$ cat config.mk
export PLATFORM = sky130hd
export DESIGN_NAME = mext_unit
export DESIGN_NICKNAME = d
export VERILOG_FILES = /design/src/common/mext_pkg.sv /design/src/mext_unit.sv /design/src/mext_result.sv /design/src/muldiv/mext_div.sv /design/src/muldiv/mext_mul.sv /design/src/mext_decode.sv
export SDC_FILE = /design/constraint.sdc
export NUM_CORES = 2
export LEC_CHECK = 0
export BUFFER_PORTS_ARGS = -buffer_cell sky130_fd_sc_hd__clkbuf_2
export CAP_MARGIN = 20
export CORE_ASPECT_RATIO = 0.5
export CORE_MARGIN = 2
export CORE_UTILIZATION = 30
export DETAILED_ROUTE_END_ITERATION = 10
export PLACE_DENSITY = 0.52
export SLEW_MARGIN = 30
export SYNTH_ARGS = -nofsm -noshare
export SYNTH_HDL_FRONTEND = slang
export SYNTH_HIERARCHICAL = 1
export SYNTH_SLANG_ARGS = --single-unit
$ cat constraint.sdc
create_clock -name aclk -period 6.55 [get_ports aclk]
set_clock_uncertainty 0.1 [all_clocks]
set_input_delay 0.655 -clock aclk [delete_from_list [all_inputs] [get_ports aclk]]
set_output_delay 0.655 -clock aclk [all_outputs]
set_load 0.01 [all_outputs]
$ cat src/common/mext_pkg.sv
//////////////////////////////////////////////////////////////////////
// M extension shared types: instruction fields, op codes, control
//////////////////////////////////////////////////////////////////////

package mext_pkg;

    //////////////////////////////////////////////////////////////////////
    // instruction field positions and widths
    //////////////////////////////////////////////////////////////////////

    localparam int INST_W     = 32;
    localparam int REG_W      = 5;

    localparam int OPCODE_POS = 0;
    localparam int OPCODE_W   = 7;
    localparam int RD_POS     = 7;
    localparam int FUNCT3_POS = 12;
    localparam int FUNCT3_W   = 3;
    localparam int RS1_POS    = 15;
    localparam int RS2_POS    = 20;
    localparam int FUNCT7_POS = 25;
    localparam int FUNCT7_W   = 7;

    // register-register arithmetic opcode
    localparam logic [OPCODE_W-1:0] OPCODE_OP     = 7'b0110011;
    // funct7 that selects multiply/divide within OP
    localparam logic [FUNCT7_W-1:0] FUNCT7_MULDIV = 7'b0000001;

    //////////////////////////////////////////////////////////////////////
    // types
    //////////////////////////////////////////////////////////////////////

    typedef logic [INST_W-1:0] inst_t;
    typedef logic [REG_W-1:0]  reg_addr_t;

    // funct3 encodings, bit 2 splits multiply from divide
    typedef enum logic [FUNCT3_W-1:0] {
        OP_MUL    = 3'b000,
        OP_MULH   = 3'b001,
        OP_MULHSU = 3'b010,
        OP_MULHU  = 3'b011,
        OP_DIV    = 3'b100,
        OP_DIVU   = 3'b101,
        OP_REM    = 3'b110,
        OP_REMU   = 3'b111
    } mext_op_e;

    // decoded control, handed to execute and write-back
    typedef struct packed {
        mext_op_e  op;
        reg_addr_t rd;
        logic      is_m;
        logic      is_div;
        logic      div_signed;
    } mext_ctrl_s;

endpackage
$ cat src/mext_unit.sv
//////////////////////////////////////////////////////////////////////
// M extension top: decode, multiplier, divider and write-back
//////////////////////////////////////////////////////////////////////

`timescale 1ns/1ps

module mext_unit
    import mext_pkg::*;
#(
    parameter int XLEN = 32
) (
    input  logic              aclk,
    input  logic              aresetn,
    // instruction bus
    input  logic              m_valid,
    output logic              m_ready,
    input  inst_t             m_instbus,
    // register query
    output reg_addr_t         m_rs1_addr,
    input  logic [XLEN-1:0]   m_rs1_val,
    output reg_addr_t         m_rs2_addr,
    input  logic [XLEN-1:0]   m_rs2_val,
    // register write
    output logic              m_rd_wr,
    output reg_addr_t         m_rd_addr,
    output logic [XLEN-1:0]   m_rd_val,
    output logic [XLEN/8-1:0] m_rd_strb
);

    mext_ctrl_s      ctrl;
    logic            xfer;
    logic            mul_take;
    logic            div_start;
    logic [XLEN-1:0] product;
    logic            div_busy;
    logic            div_done;
    logic [XLEN-1:0] quot;
    logic [XLEN-1:0] rem;
    mext_op_e        div_op;
    reg_addr_t       div_rd;

    //////////////////////////////////////////////////////////////////////
    // handshake
    //////////////////////////////////////////////////////////////////////

    assign m_ready   = ~div_busy;
    assign xfer      = m_valid & m_ready;
    assign mul_take  = xfer & ctrl.is_m & ~ctrl.is_div;
    assign div_start = xfer & ctrl.is_m & ctrl.is_div;

    //////////////////////////////////////////////////////////////////////
    // blocks
    //////////////////////////////////////////////////////////////////////

    mext_decode u_decode (
        .inst     (m_instbus),
        .rs1_addr (m_rs1_addr),
        .rs2_addr (m_rs2_addr),
        .ctrl     (ctrl)
    );

    mext_mul #(.XLEN(XLEN)) u_mul (
        .op      (ctrl.op),
        .rs1_val (m_rs1_val),
        .rs2_val (m_rs2_val),
        .product (product)
    );

    mext_div #(.XLEN(XLEN)) u_div (
        .aclk     (aclk),
        .aresetn  (aresetn),
        .start    (div_start),
        .ctrl     (ctrl),
        .dividend (m_rs1_val),
        .divisor  (m_rs2_val),
        .busy     (div_busy),
        .done     (div_done),
        .quot     (quot),
        .rem      (rem),
        .op_r     (div_op),
        .rd_r     (div_rd)
    );

    mext_result #(.XLEN(XLEN)) u_result (
        .aclk     (aclk),
        .aresetn  (aresetn),
        .mul_take (mul_take),
        .mul_ctrl (ctrl),
        .product  (product),
        .div_done (div_done),
        .div_op   (div_op),
        .div_rd   (div_rd),
        .quot     (quot),
        .rem      (rem),
        .rd_wr    (m_rd_wr),
        .rd_addr  (m_rd_addr),
        .rd_val   (m_rd_val),
        .rd_strb  (m_rd_strb)
    );

endmodule

$ cat src/mext_result.sv
//////////////////////////////////////////////////////////////////////
// write-back register for the multiply/divide unit
//////////////////////////////////////////////////////////////////////

`timescale 1ns/1ps

module mext_result
    import mext_pkg::*;
#(
    parameter int XLEN = 32
) (
    input  logic              aclk,
    input  logic              aresetn,
    input  logic              mul_take,
    input  mext_ctrl_s        mul_ctrl,
    input  logic [XLEN-1:0]   product,
    input  logic              div_done,
    input  mext_op_e          div_op,
    input  reg_addr_t         div_rd,
    input  logic [XLEN-1:0]   quot,
    input  logic [XLEN-1:0]   rem,
    output logic              rd_wr,
    output reg_addr_t         rd_addr,
    output logic [XLEN-1:0]   rd_val,
    output logic [XLEN/8-1:0] rd_strb
);

    logic            div_is_rem;
    logic [XLEN-1:0] div_val;

    assign div_is_rem = (div_op == OP_REM) || (div_op == OP_REMU);
    assign div_val    = div_is_rem ? rem : quot;

    // a multiply and a divide never finish together, one item in flight
    always_ff @(posedge aclk or negedge aresetn) begin
        if (!aresetn) begin
            rd_wr   <= 1'b0;
            rd_addr <= '0;
            rd_val  <= '0;
        end else begin
            rd_wr <= mul_take | div_done;
            if (div_done) begin
                rd_addr <= div_rd;
                rd_val  <= div_val;
            end else if (mul_take) begin
                rd_addr <= mul_ctrl.rd;
                rd_val  <= product;
            end
        end
    end

    // full-word writes only
    assign rd_strb = '1;

endmodule

$ cat src/muldiv/mext_div.sv
//////////////////////////////////////////////////////////////////////
// iterative restoring divider for DIV, DIVU, REM and REMU
//////////////////////////////////////////////////////////////////////

`timescale 1ns/1ps

module mext_div
    import mext_pkg::*;
#(
    parameter int XLEN = 32
) (
    input  logic            aclk,
    input  logic            aresetn,
    input  logic            start,
    input  mext_ctrl_s      ctrl,
    input  logic [XLEN-1:0] dividend,
    input  logic [XLEN-1:0] divisor,
    output logic            busy,
    output logic            done,
    output logic [XLEN-1:0] quot,
    output logic [XLEN-1:0] rem,
    output mext_op_e        op_r,
    output reg_addr_t       rd_r
);

    localparam int CNT_W = $clog2(XLEN);

    typedef enum logic [1:0] {
        S_IDLE,
        S_RUN,
        S_FIX
    } div_state_e;

    div_state_e       state;
    logic [CNT_W-1:0] cnt;

    // working registers
    logic [XLEN-1:0] q;
    logic [XLEN-1:0] r;
    logic [XLEN-1:0] d;
    logic [XLEN-1:0] dvd_r;
    logic            neg_q;
    logic            neg_r;
    logic            div_zero;
    logic            ovf;

    logic            a_neg;
    logic            b_neg;
    logic [XLEN-1:0] a_abs;
    logic [XLEN-1:0] b_abs;
    logic [XLEN:0]   r_shift;
    logic [XLEN:0]   diff;

    //////////////////////////////////////////////////////////////////////
    // operand preparation
    //////////////////////////////////////////////////////////////////////

    assign a_neg = ctrl.div_signed & dividend[XLEN-1];
    assign b_neg = ctrl.div_signed & divisor[XLEN-1];
    assign a_abs = a_neg ? -dividend : dividend;
    assign b_abs = b_neg ? -divisor : divisor;

    // one restoring step: shift in the next dividend bit and try a subtract
    assign r_shift = {r, q[XLEN-1]};
    assign diff    = r_shift - {1'b0, d};

    //////////////////////////////////////////////////////////////////////
    // control FSM
    //////////////////////////////////////////////////////////////////////

    always_ff @(posedge aclk or negedge aresetn) begin
        if (!aresetn) begin
            state <= S_IDLE;
            cnt   <= '0;
        end else begin
            case (state)
                S_IDLE: begin
                    if (start) begin
                        state <= S_RUN;
                        cnt   <= '0;
                    end
                end
                S_RUN: begin
                    cnt <= cnt + 1'b1;
                    if (cnt == CNT_W'(XLEN-1)) begin
                        state <= S_FIX;
                    end
                end
                default: begin
                    // results are taken by write-back during this cycle
                    state <= S_IDLE;
                end
            endcase
        end
    end

    //////////////////////////////////////////////////////////////////////
    // datapath
    //////////////////////////////////////////////////////////////////////

    always_ff @(posedge aclk) begin
        if (state == S_IDLE && start) begin
            q        <= a_abs;
            r        <= '0;
            d        <= b_abs;
            dvd_r    <= dividend;
            neg_q    <= a_neg ^ b_neg;
            neg_r    <= a_neg;
            div_zero <= (divisor == '0);
            ovf      <= ctrl.div_signed
                        && (dividend == {1'b1, {(XLEN-1){1'b0}}})
                        && (divisor == '1);
            op_r     <= ctrl.op;
            rd_r     <= ctrl.rd;
        end else if (state == S_RUN) begin
            if (!diff[XLEN]) begin
                r <= diff[XLEN-1:0];
                q <= {q[XLEN-2:0], 1'b1};
            end else begin
                r <= r_shift[XLEN-1:0];
                q <= {q[XLEN-2:0], 1'b0};
            end
        end
    end

    // sign restore and special cases, valid while done is high
    always_comb begin
        if (div_zero) begin
            quot = '1;
            rem  = dvd_r;
        end else if (ovf) begin
            quot = dvd_r;
            rem  = '0;
        end else begin
            quot = neg_q ? -q : q;
            rem  = neg_r ? -r : r;
        end
    end

    assign busy = (state != S_IDLE);
    assign done = (state == S_FIX);

endmodule

$ cat src/muldiv/mext_mul.sv
//////////////////////////////////////////////////////////////////////
// single-cycle multiplier for MUL, MULH, MULHSU and MULHU
//////////////////////////////////////////////////////////////////////

`timescale 1ns/1ps

module mext_mul
    import mext_pkg::*;
#(
    parameter int XLEN = 32
) (
    input  mext_op_e        op,
    input  logic [XLEN-1:0] rs1_val,
    input  logic [XLEN-1:0] rs2_val,
    output logic [XLEN-1:0] product
);

    logic                     rs1_signed;
    logic                     rs2_signed;
    logic signed [XLEN:0]     a_ext;
    logic signed [XLEN:0]     b_ext;
    logic signed [2*XLEN+1:0] prod;

    // operand signedness per op, MUL does not care as only the low half is kept
    assign rs1_signed = (op == OP_MULH) || (op == OP_MULHSU);
    assign rs2_signed = (op == OP_MULH);

    // one extra bit turns every case into a signed multiply
    assign a_ext = {rs1_signed & rs1_val[XLEN-1], rs1_val};
    assign b_ext = {rs2_signed & rs2_val[XLEN-1], rs2_val};

    // shared multiplier for all four variants
    assign prod = a_ext * b_ext;

    always_comb begin
        if (op == OP_MUL) begin
            product = prod[XLEN-1:0];
        end else begin
            // high half
            product = prod[2*XLEN-1:XLEN];
        end
    end

endmodule

$ cat src/mext_decode.sv
//////////////////////////////////////////////////////////////////////
// instruction decoder for the multiply/divide unit
//////////////////////////////////////////////////////////////////////

`timescale 1ns/1ps

module mext_decode
    import mext_pkg::*;
(
    input  inst_t      inst,
    output reg_addr_t  rs1_addr,
    output reg_addr_t  rs2_addr,
    output mext_ctrl_s ctrl
);

    //////////////////////////////////////////////////////////////////////
    // field extraction
    //////////////////////////////////////////////////////////////////////

    logic [OPCODE_W-1:0] opcode;
    logic [FUNCT3_W-1:0] funct3;
    logic [FUNCT7_W-1:0] funct7;
    reg_addr_t           rd;
    mext_op_e            op;

    assign opcode = inst[OPCODE_POS +: OPCODE_W];
    assign funct3 = inst[FUNCT3_POS +: FUNCT3_W];
    assign funct7 = inst[FUNCT7_POS +: FUNCT7_W];
    assign rd     = inst[RD_POS +: REG_W];

    // register query addresses go out regardless of the class
    assign rs1_addr = inst[RS1_POS +: REG_W];
    assign rs2_addr = inst[RS2_POS +: REG_W];

    assign op = mext_op_e'(funct3);

    //////////////////////////////////////////////////////////////////////
    // classification
    //////////////////////////////////////////////////////////////////////

    always_comb begin
        ctrl.op     = op;
        ctrl.rd     = rd;
        ctrl.is_m   = (opcode == OPCODE_OP) && (funct7 == FUNCT7_MULDIV);
        // upper half of the funct3 space is divide/remainder
        ctrl.is_div = funct3[2];
        ctrl.div_signed = (op == OP_DIV) || (op == OP_REM);
    end

endmodule

# == Yosys cells after proc, flatten, opt, wreduce, memory -nomap -nowiden ==
# Index checks and enable logic that the tools add are counted.
# totals
regBits,185
in_bits,99
output_inout_bits,53
word_cells,88
# op_classes
add_sub_neg,6
n_mul,1
eq_ne,15
mux,23
bitwise_logic,12
n_reduce_logical,16
# ops
operator,count
$mux 32,15
$neg 32->32,4
$eq 32x32->1 const B,2
$mul 33x33->64,1
$sub 33x32->33,1
$logic_not 32->1,1
$mux 5,3
$eq 3x3->1 const B,4
$pmux 5 s2,1
$and 1x1->1,8
$reduce_bool 2->1,4
$eq 7x1->1 const B,1
$eq 7x6->1 const B,1
$add 5x1->5 const B,1
$eq 5x5->1 const B,1
$logic_and 1x1->1,4
$mux 2,2
$ne 2x1->1 const B,2
$pmux 2 s2,1
$reduce_and 2->1,2
$eq 3x1->1 const B,1
$eq 3x2->1 const B,1
$logic_not 3->1,1
$logic_or 1x1->1,3
7 further kinds,8

# == Logic depth before layout (Yosys ltp) ==
# logic_depth
depth_word,7
depth_mapped,34
mapped_depth_nobuf,31

# == Hierarchy ==
# The synthesis kept the hierarchy.
# modules_own_cells
mod,instances,cells_each,area_each_um2,seq_area_each_um2
mext_mul,1,4334,38503.2,0.0
mext_div,1,1216,10552.6,4058.9
mext_result,1,206,2139.6,950.9
mext_decode,1,25,188.9,0.0
mext_unit,1,3,27.5,0.0

# == Worst setup path after synthesis ==
# OpenSTA, ideal clock, no wires.
# synth_timing
kind,input-to-reg
from,input m_instbus[13]
to,register u_result.rd_val[30]
setup_time_ns,0.137
arrival_time_ns,9.114
required_time_ns,6.313
setup_slack_ns,-2.801
cell_stages,32
path_buffers,3
cell_sequence,buf_4 -> xnor2_1 -> nor3b_1 -> clkbuf_1 -> nand2_1 -> fa_1 -> fa_1 -> inv_1 -> fa_1 -> inv_1 -> fa_1 -> inv_1 -> fa_1 -> fa_1 -> inv_1 -> fa_1 -> fa_1 -> inv_1 -> ha_1 -> clkbuf_1 -> a21o_1 -> a21o_1 -> a21o_1 -> a21o_1 -> a21oi_1 -> nor2_1 -> a211oi_1 -> o21ai_0 -> or4_1 -> and3_1 -> a211oi_1 -> a21oi_1
# synth_between
elab_chain_len,7
word_cells_on_any_way,10
cone_classes,mul: 1; eq/ne: 2; mux: 3; bitwise: 2; reduce/logical: 2
# synth_lines
element,line,source
from (decl),mext_unit.sv:17,"input inst_t m_instbus,"
$eq 3x1->1 / $eq 3x2->1 (equally long branches),"mext_mul.sv:25, mext_mul.sv:26",
$logic_or 1x1->1,mext_mul.sv:25,assign rs1_signed = (op == OP_MULH) || (op == OP_MULHSU);
$and 1x1->1,mext_mul.sv:29,"assign a_ext = {rs1_signed & rs1_val[XLEN-1], rs1_val};"
$mul 33x33->64,mext_mul.sv:33,assign prod = a_ext * b_ext;
$mux 32 *,mext_mul.sv:36,if (op == OP_MUL) begin
named net product[30],mext_unit.sv:34,logic [XLEN-1:0] product;
$mux 32 *,mext_result.sv:45,end else if (mul_take) begin
$mux 32 *,mext_result.sv:42,if (div_done) begin
to (signal assigned),mext_result.sv:44,rd_val <= div_val;
to (signal assigned),mext_result.sv:47,rd_val <= product;
to (decl),mext_result.sv:24,"output logic [XLEN-1:0] rd_val,"
# The timed path passes the listed nets; every way through them passes the cells marked *. The select of a mux whose other input is x is not followed.
# A chain may end at the register's enable or synchronous reset.

# == Final worst setup path ==
# layout_timing
from,input m_instbus[12]
to,register u_result.rd_val[27]
# The elaborated chain is that of the path after synthesis.

==> summary.txt <==
status - complete, but fails checks
violated checks - negative setup slack
Final Max Tran Viols - 0
CP endpoint kind - flop
Most common cell on crit path - fa_1
crit path capture - u_result/rd_val[27]
vias in the first global route - 42.3k
Tmin final - 8.27 ns
max-cap violation count - 0
routed length on met1 - 80.6 mm
WL final - 171 mm
total grt overflow - 0
placed insts - 8,564
final setup fails - 32
Worst R2R Start - u_div/q[31]
Worst Hold Class - input pin to async pin
GRT Total Usage - 19.8%
R2R Setup Slk - 2.31 ns
Routed wire per std cell - 19.8 um
Synth Instances - 5,783
Clk Latency, worst-skew pair - 0.46 ns
chip width - 589 um
YS warnings - 6
Core ar. - 170,000 um2
critical path class - input pin to flop
top sig layer - met4
CP Data Required Time - 6.77 ns
count of final hold-check violations - 0
final worst setup slack - -1.72 ns
clk root buf - clkbuf_16
Synth-to-Final Area Change - 20.6%
proportion of layout cells with a drive suffix above 1 - 17.6%
Met3 Wirelength - 7.57 mm
initial antenna violation count - 7
met2 routed WL - 78.9 mm
Initial DRT Pass Iterations - 8
Inserted Clock Buffers - 17
FP Rows - 107
Post-CTS Hold Buffers - 0
crit-path max cell delay - 0.62 ns
drt via density - 4.73
Slew @ Worst Pin - 0.881 ns
clock-pin slew on the worst setup and hold paths - 0.08 ns
Worst Path Buf+Inv - 11
gpl congestion - 0.907
R2R Path End - u_div/r[4]
Slowest-stage cell, CP - fa_2
CTS max path bufs - 2
DRC - 0
crit path launch - m_instbus[12]
IO Pins - 152
Die H - 297 um
nets - 7,797
maximum number of pins on one net before global-route repair - 76
DR vias - 40.8k
Startpoint Class - input pin
CTS H-tree lvls - 4
Starting Density - 30.2%
Post-DRT Antenna Nets - 0
CTS tree - yes
CTS sink cnt - 184
Crit path max-delay family - adder cells
die area - 175,000 um2
Final Non-Filler Cells - 8,628
unrepaired setup endpoints after global routing - true
Rel. slew slack - 41.3%
commonest non-fill, non-tap cell in the layout - inv_1
commonest cells after routing, fill and taps aside - inv_1, fa_1, nand2_1, buf_4, and2_1
Tcrit/Tclk final - 126%
R2R cell count - 14
first-pass GRT wire length - 264 mm
Detailed Place HPWL - 146 mm
WP depth - 32
# fillers - 17.4k
Synth Area per Inst - 8.88 um2
WP data arrival - 8.48 ns
Highest Clock Rate - 0.121 GHz
PortBufs - 127
Mapped Area - 51,400 um2
CP max FO - 6
DRT iter0 DRCs - 2,810
pre-CTS setup slack - -2.58 ns
==> sequential cells by signal, indices dropped and copies added, names as in the netlist <==
register / count
u_div/d: 32
u_div/neg_r: 1
u_div/div_zero: 1
u_div/state: 2
u_result/rd_val: 32
u_div/cnt: 5
u_div/ovf: 1
u_div/neg_q: 1
u_div/r: 32
u_result/rd_wr: 1
u_div/q: 32
u_result/rd_addr: 5
u_div/op_r: 2
u_div/dvd_r: 32
u_div/rd_r: 5
==> metal layers <==
metal / track usage [%] / up-vias
met3: 1.64 / 122
met5: 0 / -
met2: 32.5 / 998
met1: 28.6 / 21077
li1: - / 18617
met4: 4.16 / 0
==> area by class of cell <==
cell class                      count  area (um2)  share of cell area, %
Antenna cell                        5        12.5                 0.0202
Clock buffer                       17         425                  0.687
Clock inverter                     15         179                  0.289
Inverter                         1227        4620                   7.45
Multi-Input combinational cell   4036       41400                   66.9
Sequential cell                   184        4980                   8.04
Tap cell                         2289        2860                   4.62
Timing Repair Buffer              855        7430                   12.0
==> metrics by stage <==
stage | hold WS [ns] | TNS (ns) | utilization [%] | area, um2
final | 0.230 | -44.34 | 36.4 | 61900
after global routing | 0.270 | -52.17 | 36.4 | 61900
after CTS | 0.233 | -44.44 | 36.2 | 61600
after detailed placement | 0.349 | -69.45 | 35.4 | 60200
after global placement | 0.335 | -68.51 | 35.4 | 60200
after floorplan | 0.259 | -39.77 | - | 52100
==> how the worst min path moves through the flow <==
stage	slack (ns)	cells past startpoint	to	startpoint
global placement	0.33	2	u_result/rd_addr[0]	u_div/rd_r[0]
global route	0.27	2	u_result/rd_val[9]	aresetn
floorplan	0.26	0	u_div/cnt[0]	aresetn
finish	0.23	2	u_result/rd_val[9]	aresetn
detailed placement	0.35	2	u_result/rd_addr[3]	u_div/rd_r[3]
CTS	0.23	2	u_result/rd_val[25]	aresetn
==> what timing repair did <==
action,4_1_cts,5_1_grt
pin swaps,96,65
setup endpoints to repair,32,32
setup buffers,19,10
resized for setup,119,69
Power is not shown: default switching activity piles up to over one toggle a cycle in this logic, so the estimate is an artifact.
